### config.mk
export PLATFORM = sky130hd
export DESIGN_NAME = pio_sm
export DESIGN_NICKNAME = d
export VERILOG_FILES = /design/src/hdl/pio_pkg.sv /design/src/hdl/tx_receiver.sv /design/src/hdl/sequencer.sv /design/src/hdl/exec_unit.sv /design/src/hdl/rx_sender.sv /design/src/hdl/pio_sm.sv
export SDC_FILE = /design/constraint.sdc
export NUM_CORES = 2
export LEC_CHECK = 0
export ABC_AREA = 1
export BUFFER_PORTS_ARGS = -buffer_cell sky130_fd_sc_hd__buf_4
export CORE_MARGIN = 1.5
export CORE_UTILIZATION = 41
export DETAILED_ROUTE_END_ITERATION = 10
export PLACE_DENSITY = 0.55
export SETUP_SLACK_MARGIN = 0.15
export SLEW_MARGIN = 25
export SYNTH_ARGS = -nofsm -noshare
export SYNTH_HDL_FRONTEND = slang
export SYNTH_SLANG_ARGS = --single-unit
### constraint.sdc
create_clock -name clk -period 7.4 [get_ports clk]
set_input_delay 1.48 -clock clk [delete_from_list [all_inputs] [get_ports clk]]
set_output_delay 1.48 -clock clk [all_outputs]
set_load 0.05 [all_outputs]
### src/hdl/pio_pkg.sv
// PIO state machine package
// Opcodes, field encodings, instruction views and shared structs
package pio_pkg;

  localparam int DATA_W     = 32;   // Data and pin width
  localparam int PC_W       = 5;
  localparam int PROG_DEPTH = 32;
  localparam int INSTR_W    = 16;

  // Major opcodes, instr[15:13]
  localparam logic [2:0] OP_JMP      = 3'd0;
  localparam logic [2:0] OP_WAIT     = 3'd1;
  localparam logic [2:0] OP_IN       = 3'd2;
  localparam logic [2:0] OP_OUT      = 3'd3;
  localparam logic [2:0] OP_PUSHPULL = 3'd4;
  localparam logic [2:0] OP_MOV      = 3'd5;
  localparam logic [2:0] OP_SET      = 3'd7;

  // Source / destination codes, shared by IN, OUT, MOV and SET
  localparam logic [2:0] SRC_PINS    = 3'd0;
  localparam logic [2:0] SRC_X       = 3'd1;
  localparam logic [2:0] SRC_Y       = 3'd2;
  localparam logic [2:0] SRC_NULL    = 3'd3;
  localparam logic [2:0] DST_PINDIRS = 3'd4;
  localparam logic [2:0] SRC_ISR     = 3'd6;
  localparam logic [2:0] SRC_OSR     = 3'd7;

  // JMP conditions
  localparam logic [2:0] COND_ALWAYS = 3'd0;
  localparam logic [2:0] COND_XZ     = 3'd1;
  localparam logic [2:0] COND_XDEC   = 3'd2;
  localparam logic [2:0] COND_YZ     = 3'd3;
  localparam logic [2:0] COND_YDEC   = 3'd4;
  localparam logic [2:0] COND_XNEY   = 3'd5;
  localparam logic [2:0] COND_PIN    = 3'd6;

  // MOV bit operations
  localparam logic [1:0] MOVOP_NONE = 2'd0;
  localparam logic [1:0] MOVOP_INV  = 2'd1;
  localparam logic [1:0] MOVOP_REV  = 2'd2;

  typedef struct packed {
    logic [2:0] op;
    logic [4:0] rsvd;   // Delay/side-set field, not implemented
    logic [2:0] arg1;
    logic [4:0] arg2;
  } instr_gen_t;

  typedef struct packed {
    logic [2:0] op;
    logic [4:0] rsvd;
    logic [2:0] dest;
    logic [1:0] mov_op;
    logic [2:0] mov_src;
  } instr_mov_t;

  typedef union packed {
    instr_gen_t gen;
    instr_mov_t mov;
  } instr_u;

  typedef struct packed {
    logic [PC_W-1:0] wrap_target;
    logic [PC_W-1:0] wrap_top;
    logic [4:0]      out_base;
    logic [5:0]      out_count;
    logic [4:0]      set_base;
    logic [2:0]      set_count;
    logic [4:0]      in_base;
    logic [4:0]      jmp_pin;
    logic            in_shift_right;
    logic            out_shift_right;
  } sm_cfg_t;

  typedef struct packed {
    logic               we;
    logic [PC_W-1:0]    addr;
    logic [INSTR_W-1:0] instr;
  } prog_wr_t;

  typedef struct packed {
    logic              req;
    logic [DATA_W-1:0] data;
  } link_t;

endpackage

### src/hdl/tx_receiver.sv
// TX link receiver
// Four-phase req/ack slave feeding a one-word holding slot
`timescale 1ns/10ps
module tx_receiver import pio_pkg::*; (
  input  logic              clk,
  input  logic              reset,
  input  link_t             tx_link,
  output logic              tx_ack,
  input  logic              pull_take,
  output logic [DATA_W-1:0] tx_word,
  output logic              tx_valid
);

  logic accept;   // Latch a new word this edge

  assign accept = tx_link.req && !tx_ack && !tx_valid;

  always_ff @(posedge clk) begin
    if (reset) begin
      tx_ack   <= 1'b0;
      tx_valid <= 1'b0;
    end else begin
      if (accept) begin
        tx_ack   <= 1'b1;
        tx_valid <= 1'b1;
      end else if (tx_ack && !tx_link.req) begin
        tx_ack <= 1'b0;   // Phase 4
      end
      if (pull_take) tx_valid <= 1'b0;   // Slot drained by PULL
    end
  end

  always_ff @(posedge clk) begin
    if (accept) tx_word <= tx_link.data;
  end

  a_ack_needs_req: assert property (@(posedge clk) disable iff (reset)
    $rose(tx_ack) |-> $past(tx_link.req));

  a_take_needs_word: assert property (@(posedge clk) disable iff (reset)
    pull_take |-> tx_valid);

endmodule

### src/hdl/sequencer.sv
// Instruction sequencer
// Program memory, program counter with wrap and the run gate
`timescale 1ns/10ps
module sequencer import pio_pkg::*; (
  input  logic            clk,
  input  logic            reset,
  input  logic            en,
  input  sm_cfg_t         cfg,
  input  prog_wr_t        prog_wr,
  input  logic            stall,
  input  logic            jump,
  input  logic [PC_W-1:0] jump_addr,
  output instr_u          instr,
  output logic            step,
  output logic [PC_W-1:0] pc
);

  instr_u          prog_mem [PROG_DEPTH];
  logic [PC_W-1:0] pc_next;

  // Host load port, only legal while stopped
  always_ff @(posedge clk) begin
    if (prog_wr.we) prog_mem[prog_wr.addr] <= prog_wr.instr;
  end

  assign instr = prog_mem[pc];   // Asynchronous read
  assign step  = en;

  always_comb begin
    if (jump) begin
      pc_next = jump_addr;
    end else if (pc == cfg.wrap_top) begin
      pc_next = cfg.wrap_target;
    end else begin
      pc_next = pc + 1'b1;
    end
  end

  always_ff @(posedge clk) begin
    if (reset) begin
      pc <= '0;
    end else if (step && !stall) begin
      pc <= pc_next;
    end
  end

  a_no_load_while_running: assert property (@(posedge clk) disable iff (reset)
    prog_wr.we |-> !en);

endmodule

### src/hdl/exec_unit.sv
// Execution unit
// Decodes the current instruction and updates X, Y, ISR, OSR and the pin registers
`timescale 1ns/10ps
module exec_unit import pio_pkg::*; (
  input  logic              clk,
  input  logic              reset,
  input  sm_cfg_t           cfg,
  input  instr_u            instr,
  input  logic              step,
  input  logic [DATA_W-1:0] gpio_in,
  input  logic [DATA_W-1:0] tx_word,
  input  logic              tx_valid,
  input  logic              rx_busy,
  output logic              pull_take,
  output logic              push_put,
  output logic [DATA_W-1:0] push_word,
  output logic              stall,
  output logic              jump,
  output logic [PC_W-1:0]   jump_addr,
  output logic [DATA_W-1:0] gpio_out,
  output logic [DATA_W-1:0] gpio_dir
);

  logic [DATA_W-1:0]   x, y, isr, osr;
  logic [5:0]          isr_count, osr_count;
  logic [2:0]          op, arg1;
  logic [4:0]          arg2;
  logic [5:0]          shift_n, shift_inv;
  logic [2*DATA_W-1:0] in_pins2;
  logic [DATA_W-1:0]   in_pins;
  logic [2:0]          src_code;
  logic [DATA_W-1:0]   src_val, mov_val, set_data;
  logic [DATA_W-1:0]   isr_shifted, osr_shifted, out_data;
  logic                cond_ok, wait_pin, fire;

  // Writes count pins from base upwards, wrapping past pin 31
  function automatic logic [DATA_W-1:0] pin_write(input logic [DATA_W-1:0] old_val,
                                                  input logic [DATA_W-1:0] val,
                                                  input logic [4:0] base,
                                                  input logic [5:0] count);
    logic [DATA_W-1:0]   low_mask;
    logic [2*DATA_W-1:0] rot_val, rot_mask;
    low_mask = (count >= 6'd32) ? '1 : ((DATA_W'(1) << count) - 1'b1);
    rot_val  = {val, val} << base;
    rot_mask = {low_mask, low_mask} << base;
    return (old_val & ~rot_mask[2*DATA_W-1:DATA_W]) |
           (rot_val[2*DATA_W-1:DATA_W] & rot_mask[2*DATA_W-1:DATA_W]);
  endfunction

  function automatic logic [5:0] sat_add(input logic [5:0] count, input logic [5:0] n);
    logic [6:0] sum;
    sum = count + n;
    return (sum > 7'd32) ? 6'd32 : sum[5:0];
  endfunction

  assign op        = instr.gen.op;
  assign arg1      = instr.gen.arg1;
  assign arg2      = instr.gen.arg2;
  assign shift_n   = (arg2 == '0) ? 6'd32 : {1'b0, arg2};   // 0 encodes 32
  assign shift_inv = 6'd32 - shift_n;
  assign in_pins2  = {gpio_in, gpio_in} >> cfg.in_base;
  assign in_pins   = in_pins2[DATA_W-1:0];
  assign set_data  = {{(DATA_W-5){1'b0}}, arg2};
  assign src_code  = (op == OP_MOV) ? instr.mov.mov_src : arg1;

  always_comb begin
    case (src_code)
      SRC_PINS: src_val = in_pins;
      SRC_X:    src_val = x;
      SRC_Y:    src_val = y;
      SRC_NULL: src_val = '0;
      SRC_ISR:  src_val = isr;
      SRC_OSR:  src_val = osr;
      default:  src_val = '0;
    endcase
    case (instr.mov.mov_op)
      MOVOP_NONE: mov_val = src_val;
      MOVOP_INV:  mov_val = ~src_val;
      MOVOP_REV:  mov_val = {<<{src_val}};
      default:    mov_val = src_val;   // Reserved op
    endcase
  end

  // Shifter paths for IN and OUT
  always_comb begin
    if (cfg.in_shift_right) begin
      isr_shifted = (isr >> shift_n) | (src_val << shift_inv);
    end else begin
      isr_shifted = (isr << shift_n) | ((src_val << shift_inv) >> shift_inv);
    end
    if (cfg.out_shift_right) begin
      out_data    = (osr << shift_inv) >> shift_inv;   // Low bits leave first
      osr_shifted = osr >> shift_n;
    end else begin
      out_data    = osr >> shift_inv;
      osr_shifted = osr << shift_n;
    end
  end

  always_comb begin
    case (arg1)
      COND_ALWAYS: cond_ok = 1'b1;
      COND_XZ:     cond_ok = (x == '0);
      COND_XDEC:   cond_ok = (x != '0);
      COND_YZ:     cond_ok = (y == '0);
      COND_YDEC:   cond_ok = (y != '0);
      COND_XNEY:   cond_ok = (x != y);
      COND_PIN:    cond_ok = gpio_in[cfg.jmp_pin];
      default:     cond_ok = 1'b0;
    endcase
    case (arg1[1:0])
      2'd0:    wait_pin = gpio_in[arg2];
      2'd1:    wait_pin = in_pins[arg2];
      default: wait_pin = arg1[2];   // IRQ wait not present
    endcase
    case (op)
      OP_WAIT:     stall = (wait_pin != arg1[2]);
      OP_PUSHPULL: stall = arg1[2] ? !tx_valid : rx_busy;
      default:     stall = 1'b0;
    endcase
  end

  assign fire      = step && !stall;
  assign jump      = (op == OP_JMP) && cond_ok;
  assign jump_addr = arg2;
  assign pull_take = fire && (op == OP_PUSHPULL) && arg1[2];
  assign push_put  = fire && (op == OP_PUSHPULL) && !arg1[2];
  assign push_word = isr;

  always_ff @(posedge clk) begin
    if (reset) begin
      x         <= '0;
      y         <= '0;
      isr       <= '0;
      osr       <= '0;
      isr_count <= '0;
      osr_count <= '0;
      gpio_out  <= '0;
      gpio_dir  <= '0;
    end else if (fire) begin
      case (op)
        OP_JMP: begin
          if (arg1 == COND_XDEC) x <= x - 1'b1;   // Post-decrement, always taken
          if (arg1 == COND_YDEC) y <= y - 1'b1;
        end
        OP_IN: begin
          isr       <= isr_shifted;
          isr_count <= sat_add(isr_count, shift_n);
        end
        OP_OUT: begin
          osr       <= osr_shifted;
          osr_count <= sat_add(osr_count, shift_n);
          case (arg1)
            SRC_PINS:    gpio_out <= pin_write(gpio_out, out_data, cfg.out_base, cfg.out_count);
            SRC_X:       x <= out_data;
            SRC_Y:       y <= out_data;
            DST_PINDIRS: gpio_dir <= pin_write(gpio_dir, out_data, cfg.out_base, cfg.out_count);
            default:     ;   // NULL discards
          endcase
        end
        OP_PUSHPULL: begin
          if (arg1[2]) begin
            osr       <= tx_word;
            osr_count <= '0;
          end else begin
            isr       <= '0;
            isr_count <= '0;
          end
        end
        OP_MOV: begin
          case (instr.mov.dest)
            SRC_PINS: gpio_out <= pin_write(gpio_out, mov_val, cfg.out_base, cfg.out_count);
            SRC_X:    x <= mov_val;
            SRC_Y:    y <= mov_val;
            SRC_ISR: begin
              isr       <= mov_val;
              isr_count <= '0;
            end
            SRC_OSR: begin
              osr       <= mov_val;
              osr_count <= '0;   // Treated as full
            end
            default: ;
          endcase
        end
        OP_SET: begin
          case (arg1)
            SRC_PINS:    gpio_out <= pin_write(gpio_out, set_data, cfg.set_base,
                                               {3'b0, cfg.set_count});
            SRC_X:       x <= set_data;
            SRC_Y:       y <= set_data;
            DST_PINDIRS: gpio_dir <= pin_write(gpio_dir, set_data, cfg.set_base,
                                               {3'b0, cfg.set_count});
            default:     ;
          endcase
        end
        default: ;
      endcase
    end
  end

  a_push_not_busy: assert property (@(posedge clk) disable iff (reset)
    push_put |-> !rx_busy);

endmodule

### src/hdl/rx_sender.sv
// RX link sender
// One-word output slot offered on a four-phase req/ack handshake
`timescale 1ns/10ps
module rx_sender import pio_pkg::*; (
  input  logic              clk,
  input  logic              reset,
  input  logic              push_put,
  input  logic [DATA_W-1:0] push_word,
  output logic              rx_busy,
  output link_t             rx_link,
  input  logic              rx_ack
);

  logic              req_q;
  logic [DATA_W-1:0] data_q;

  always_ff @(posedge clk) begin
    if (reset) begin
      req_q   <= 1'b0;
      rx_busy <= 1'b0;
    end else if (push_put) begin
      req_q   <= 1'b1;
      rx_busy <= 1'b1;
    end else begin
      if (req_q && rx_ack) req_q <= 1'b0;   // Sink has the word
      if (rx_busy && !req_q && !rx_ack) rx_busy <= 1'b0;   // Ack released
    end
  end

  always_ff @(posedge clk) begin
    if (push_put) data_q <= push_word;
  end

  assign rx_link.req  = req_q;
  assign rx_link.data = data_q;

  a_data_stable: assert property (@(posedge clk) disable iff (reset)
    ($past(rx_link.req) && rx_link.req) |-> $stable(rx_link.data));

endmodule

### src/hdl/pio_sm.sv
// PIO state machine top
// TX receiver, sequencer, execution unit and RX sender
`timescale 1ns/10ps
module pio_sm import pio_pkg::*; (
  input  logic              clk,
  input  logic              reset,
  input  logic              en,
  input  sm_cfg_t           cfg,
  input  prog_wr_t          prog_wr,
  input  logic [DATA_W-1:0] gpio_in,
  input  link_t             tx_link,
  output logic              tx_ack,
  output link_t             rx_link,
  input  logic              rx_ack,
  output logic [DATA_W-1:0] gpio_out,
  output logic [DATA_W-1:0] gpio_dir,
  output logic [PC_W-1:0]   pc,
  output logic              stalled
);

  logic [DATA_W-1:0] tx_word, push_word;
  logic              tx_valid, pull_take, push_put, rx_busy;
  logic              step, stall, jump;
  logic [PC_W-1:0]   jump_addr;
  instr_u            instr;

  tx_receiver u_tx (.clk, .reset, .tx_link, .tx_ack, .pull_take, .tx_word, .tx_valid);

  sequencer u_seq (.clk, .reset, .en, .cfg, .prog_wr, .stall, .jump, .jump_addr,
                   .instr, .step, .pc);

  exec_unit u_exec (.clk, .reset, .cfg, .instr, .step, .gpio_in, .tx_word, .tx_valid,
                    .rx_busy, .pull_take, .push_put, .push_word, .stall, .jump,
                    .jump_addr, .gpio_out, .gpio_dir);

  rx_sender u_rx (.clk, .reset, .push_put, .push_word, .rx_busy, .rx_link, .rx_ack);

  always_ff @(posedge clk) begin
    if (reset) begin
      stalled <= 1'b0;
    end else if (step) begin
      stalled <= stall;   // Held while stopped
    end
  end

endmodule

After elaboration in Yosys (flattened, before gate mapping)
Memories as Yosys holds them, arrays and structs flattened. A register that Yosys moved wholly into a read port is not among the register bits.
Cells that the tools add are included.
{"block": "word_totals", "ram_bits": 512, "wordCells": 193, "mem_count": 1, "ff_bits": 266, "output_inout_bits": 104}
{"block": "classes", "mux": 53, "shifts": 17, "addsub": 6, "reduce_logical": 42, "n_bitwise": 17, "order_cmp": 3, "eq_ne": 40}
{"name": "u_seq.prog_mem", "words": 32, "word_bits": 16, "rd": 1, "rd_ports_with_merged_regs": 1, "write_ports": 1, "line_no": "sequencer.sv:18", "text": "instr_u prog_mem [PROG_DEPTH];"}
{"op": "32-bit 2-to-1 mux", "n": 21}
{"op": "32-bit case mux with 3 select lines", "n": 3}
{"op": "32-bit case mux with 4 select lines", "n": 2}
{"op": "64-bit by 5-bit left shift with 64-bit output", "n": 4}
{"op": "32-bit bitwise AND", "n": 7}
{"op": "32-bit bitwise OR", "n": 7}
{"op": "32-bit case mux with 5 select lines", "n": 1}
{"op": "32-bit by 6-bit right shift with 32-bit output", "n": 5}
{"op": "32-bit case mux with 2 select lines", "n": 2}
{"op": "32-bit by 6-bit left shift with 32-bit output", "n": 4}
{"op": "32-bit by 1-bit subtractor with 32-bit output, second input constant", "n": 4}
{"op": "32-bit inverter", "n": 3}
{"op": "32-bit logical NOT", "n": 2}
{"op": "32-bit nonzero test", "n": 2}
{"op": "37-bit by 5-bit left shift with 64-bit output", "n": 1}
{"op": "64-bit by 5-bit right shift with 32-bit output", "n": 1}
{"op": "32-bit != test", "n": 1}
{"op": "1-bit by 3-bit left shift with 32-bit output, first input constant", "n": 1}
{"op": "1-bit by 6-bit left shift with 32-bit output, first input constant", "n": 1}
{"op": "3-bit equality test, second input constant", "n": 9}
{"op": "5-bit 2-to-1 mux", "n": 4}
{"op": "2-bit != test, second input constant", "n": 10}
{"op": "1-bit binary-select mux with 5-bit select", "n": 3}
{"op": "3-bit by 2-bit equality test with 1-bit output, second input constant", "n": 5}
{"op": "other kinds (27)", "n": 75}

Longest topological paths before layout
{"block": "depth", "word_depth": 11, "depth_mapped": 44, "mapped_depth_nobuf": 38}

Hierarchy
Synthesis repeated with hierarchy kept, for this count alone.
{"block": "hier_totals", "hier_cells": 9468, "area_unflattened_um2": 61062.3}
{"mod": "exec_unit", "seq_area_each_um2": 3843.7, "cells_per_inst": 7583, "instances": 1, "area_per_inst_um2": 37692.4}
{"mod": "sequencer", "seq_area_each_um2": 15574.9, "cells_per_inst": 1793, "instances": 1, "area_per_inst_um2": 21245.4}
{"mod": "tx_receiver", "seq_area_each_um2": 1001.0, "cells_per_inst": 44, "instances": 1, "area_per_inst_um2": 1044.8}
{"mod": "rx_sender", "seq_area_each_um2": 1001.0, "cells_per_inst": 41, "instances": 1, "area_per_inst_um2": 1034.7}
{"mod": "pio_sm", "seq_area_each_um2": 20.0, "cells_per_inst": 7, "instances": 1, "area_per_inst_um2": 45.0}

Least setup slack after synthesis
OpenSTA, ideal clock, no wires.
{"block": "synth_timing", "path_type": "input port to flip-flop", "from": "input port cfg[8] (netlist name)", "to": "register u_rx.data_q[0], enable pin", "cell_stages": 20, "slack_ns": 1.617, "t_required_ns": 6.978, "arrival_ns": 5.361, "cell_sequence": "clkbuf_1 buf_2 buf_1 mux2i_1 mux2i_1 mux2i_1 nand2_1 o21ai_0 inv_1 o21ai_0 o21ai_1 o211ai_1 nand3_1 nand2_1 nand2_1 a21oi_1 o21ai_1 nor2_2 inv_2 nor2_1"}
{"block": "synth_via", "elab_chain_cells": 10}
{"element": "from (decl)", "line_no": "pio_sm.sv:8", "text": "input sm_cfg_t cfg,"}
{"element": "64-bit by 5-bit right shift with 32-bit output", "line_no": "exec_unit.sv:61", "text": "assign in_pins2 = {gpio_in, gpio_in} >> cfg.in_base;"}
{"element": "1-bit binary-select mux with 5-bit select", "line_no": "exec_unit.sv:113", "text": "2'd1: wait_pin = in_pins[arg2];"}
{"element": "1-bit 2-to-1 mux (implied by the code)", "line_no": "exec_unit.sv:113"}
{"element": "1-bit case mux with 2 select lines", "line_no": "exec_unit.sv:111", "text": "case (arg1[1:0])"}
{"element": "1-bit != test", "line_no": "exec_unit.sv:117", "text": "OP_WAIT: stall = (wait_pin != arg1[2]);"}
{"element": "1-bit case mux with 2 select lines", "line_no": "exec_unit.sv:116", "text": "case (op)"}
{"element": "1-bit logical NOT", "line_no": "exec_unit.sv:123", "text": "assign fire = step && !stall;"}
{"element": "1-bit logical AND", "line_no": "exec_unit.sv:123"}
{"element": "1-bit logical AND (2 in a row)", "line_no": "exec_unit.sv:127", "text": "assign push_put = fire && (op == OP_PUSHPULL) && !arg1[2];"}
{"element": "named net push_put", "line_no": "pio_sm.sv:22", "text": "logic tx_valid, pull_take, push_put, rx_busy;"}
{"element": "to (signal assigned)", "line_no": "rx_sender.sv:31", "text": "if (push_put) data_q <= push_word;"}
{"element": "to (decl)", "line_no": "rx_sender.sv:15", "text": "logic [DATA_W-1:0] data_q;"}
The timed path passes the listed nets, and every way through them passes these cells. The select of a mux whose other input is x is not followed.
A chain may end at the register's enable or synchronous reset.

==> run summary <==
STA classifies the critical path endpoint as a register. The signed area change from the synthesized netlist to the final layout came out at 9.242%. Counting buffers and inverters, the worst setup path is 32 cells deep. Setup violations remaining at the end of the flow were counted as 0. Family of cells with the greatest summed delay on the critical path: simple AND/OR/NAND/NOR gates.

Kind of path behind the tightest hold check: reg2reg. The peak clock frequency supported by timing is 145.9 MHz, and the number of placement rows is 133. TritonCTS built the clock tree. The number of buffers and inverters on the critical path is 3.

The post-detailed-route wirelength per cell is 26.36 um, and the final setup skew is 0.06083 ns. The tools report the clock sink count as 623. Clock-pin slew was measured on the worst setup and hold paths at 0.06 ns.

Data on the critical path is required at its endpoint by 8.03 ns. The run gives 136 as the largest net degree at the start of global routing. For the worst flop-to-flop path, the logic depth is 32. The die is 367.2 um tall. For the count of pins over their slew limit, the log shows 0. The insertion delay to the later sink of the worst-skew pair is 0.72 ns.

The setup path with the least slack is of type reg2reg. The final period utilization came out at 92.63%. The synthesized netlist cell count is 8,492, and the critical path's largest stage delay is 0.78 ns. After detailed routing, the total wire length is 266,500 um. Once detailed placement completed, the half-perimeter wirelength came to 198,200 um. The number of maximum-capacitance violations was 0. Global routing finished with a remaining overflow of 0. The number of flops mapped to enable cells by yosys is 416. The count of nets left with antenna violations once routing finished came out at 0.

For this configuration, the core starts out at a cell density of 41.32%. The top cell type by total area after synthesis is edfxtp_1. The region available for standard cell placement spans 0.1316 sq mm.

The sum of negative setup slack is 0 ns. The portion of the post-synthesis area used by sequential elements came out at 30.59%. The net count of the finished layout is 8,427.

The first routing iteration left 8,712 violations. Port buffering added 230 buffers. Dividing the detail-routed via count by the number of cells gives 6.175. The total iterations of the first detailed-routing run was 8.

The number of antenna violations at the first check in global routing was 13. The most common cell in the synthesized netlist is nand2_1. Critical-path cell with the highest stage delay: a21oi_1.

The H-tree generated during clock tree synthesis spans 3 levels. The post-cts hold buffer count was 0; the mapped cell area was 0.05438 sq mm. In this run the deepest clock path goes through 3 buffers. The number of global-route vias before repair came out at 55.78k. Counting instances in the post-synthesis netlist gives the leading cell types as nand2_1 (1,896), nand3_1 (1,672), o21ai_0 (914), nor2_1 (653), inv_1 (511).

Across all register-to-register paths, the minimum setup slack is 0.55 ns. Counting the fill cells in the layout gives 13.84k. For the worst setup path, the data arrival time is 7.49 ns. The final hold violation count was 0. The logs give 62.44k for the vias after detailed routing and 22.94% for the worst slew margin relative to its limit.

The logs give 72 for the distinct cell type count of the synthesized netlist and 8,632 for the total nets after synthesis. The tree is rooted in a clkbuf_16. Yosys attributes the largest share of cell area to edfxtp_1 (23%), nand3_1 (15%), nand2_1 (13%). For the pin with the worst max-slew slack, the measured transition is 1.144 ns.

The portion of netlist area occupied by mux cells was 2.068%; the xor-xnor portion of the synthesized cell area was 0.5775%. The flow ran to the end, and the final reports show no timing, DRC or antenna violations. Area fraction of the dominant cell type after synthesis: 22.97%.

Summing the areas of all compound-gate instances in the mapped netlist gives 19.61% of the synthesized area. The number of remaining DRC errors is 0, and the die extent in x is 367.2 um. The combinational family with the most area after synthesis is simple AND/OR/NAND/NOR gates. The cell type with the highest occurrence count on the critical path was nand3_1. Summing the areas of all and, or, nand and nor instances in the mapped netlist gives 37.75% of the synthesized area. The post-synthesis async set-or-reset flop share works out to 0%. The number of I/O pins came out at 236. Setup repair after global routing left no endpoint under its margin. Across every metal layer, demand over resource in global routing totals 37.89%. The floorplan step defined a die boundary enclosing 0.1348 sq mm.

Synthesis inferred 623 register bits. The fraction of layout instances using a drive strength above 1 came out at 8.636%. The shortest clock period the worst path allows after layout works out to 6.854 ns.

Along the worst path, the maximum fanout reaches 53. Clock tree synthesis inserted a total of 77 buffers. Yosys printed 0 warnings. Most used flip-flop cell after synthesis: edfxtp_1. STA classifies the critical path startpoint as a register. The synthesized netlist devotes 0.1841% of its cell area to adder and majority cells.

A synthesized cell averages 6.404 sq um. The logs give 1.059 for the global placer's final weighted congestion and 382,300 um for the global-route wire length before repair.
[per-layer routing]
layer	vias up	wire [um]	share of wire, %	GRT usage, %
li1	29220	-	-	-
met2	3323	115200	43	58.06
met3	604	24510	9.2	6.421
met5	-	88	0.033	0.1425
met4	10	17160	6.4	20.69
met1	29280	109500	41	50.62
[worst min-delay path, cell delays in order (launching register included)]
cell and delay (ns):
dfxtp_1 0.32, nand2_1 0.06, a21oi_1 0.05
[worst min-delay path by stage]
stage / to / start / cells past startpoint
after floorplan: u_rx.data_q[2]$_DFFE_PP_ / u_exec.push_word[2]$_SDFFE_PP0P_ / 0
after global placement: u_rx.req_q$_SDFFE_PP0P_ / u_rx.req_q$_SDFFE_PP0P_ / 2
after detailed placement: u_rx.req_q$_SDFFE_PP0P_ / u_rx.req_q$_SDFFE_PP0P_ / 2
after CTS: u_rx.req_q$_SDFFE_PP0P_ / u_rx.req_q$_SDFFE_PP0P_ / 2
after global routing: u_rx.req_q$_SDFFE_PP0P_ / u_rx.req_q$_SDFFE_PP0P_ / 2
final: u_rx.req_q$_SDFFE_PP0P_ / u_rx.req_q$_SDFFE_PP0P_ / 2
[timing repair]
item | CTS | global route
resized for setup | 0 | 4
endpoints found under the setup margin | 0 | 77
setup buffers | 0 | 0
[through the flow]
stage	std cells	area [sq um]	util, %	hold WS (ns)	setup slack [ns]
floorplan	8492	54380	-	0.4249	1.617
global placement	9960	56600	43.00	0.4762	0.4661
detailed placement	9961	56690	43.06	0.4733	0.4731
CTS	10100	59330	45.07	0.4830	0.4804
global route	10110	59400	45.13	0.5156	0.1797
finish	10110	59410	45.13	0.4805	0.5455
[layout by cell type (no fill, tap or decap), types with 13 or more instances in the layout]
cell type / instances
a31oi_1: 53
clkbuf_16: 77
o211ai_2: 15
o21ai_1: 145
a21oi_1: 402
o221ai_1: 67
nand3_1: 1669
o22ai_1: 58
edfxtp_1: 416
mux2i_1: 109
a221oi_1: 19
nor2_2: 43
buf_12: 13
nor3_1: 123
xor2_1: 30
clkinv_2: 17
buf_4: 336
o21ai_0: 913
or2_2: 78
nand4_1: 145
clkbuf_1: 23
nor4_1: 13
nor2_1: 617
inv_1: 506
nand2_1: 1893
dfxtp_1: 204
clkinv_1: 13
o211ai_1: 101
o31ai_1: 26
inv_2: 33
[layout make-up]
class	instances	area [sq um]	area share [%]
well taps	1755	2196	3.696
flip-flops and latches	623	16640	28.01
clock buffers	103	2054	3.458
clock inverters	38	586.8	0.9877
inverters	556	2107	3.547
repair buffers	352	2849	4.795
diodes	7	17.52	0.02948
multi-input cells	6677	32960	55.47
[cells by family (layout without fill, tap and decap cells)]
group                      Yosys count  after routing
AOI/OAI and AO/OA                 1884           1884
muxes                              112            112
and+or+nand+nor                   4637           4638
DFF                                623            623
buffers and inverters             1193           1049
xor gates and xnor gates            35             35
other                                0              7
adders and majority gates            8              8
Power is left out: the tool's default activity adds up to more than one toggle a clock period on the data nets, which glitch-free logic cannot reach.
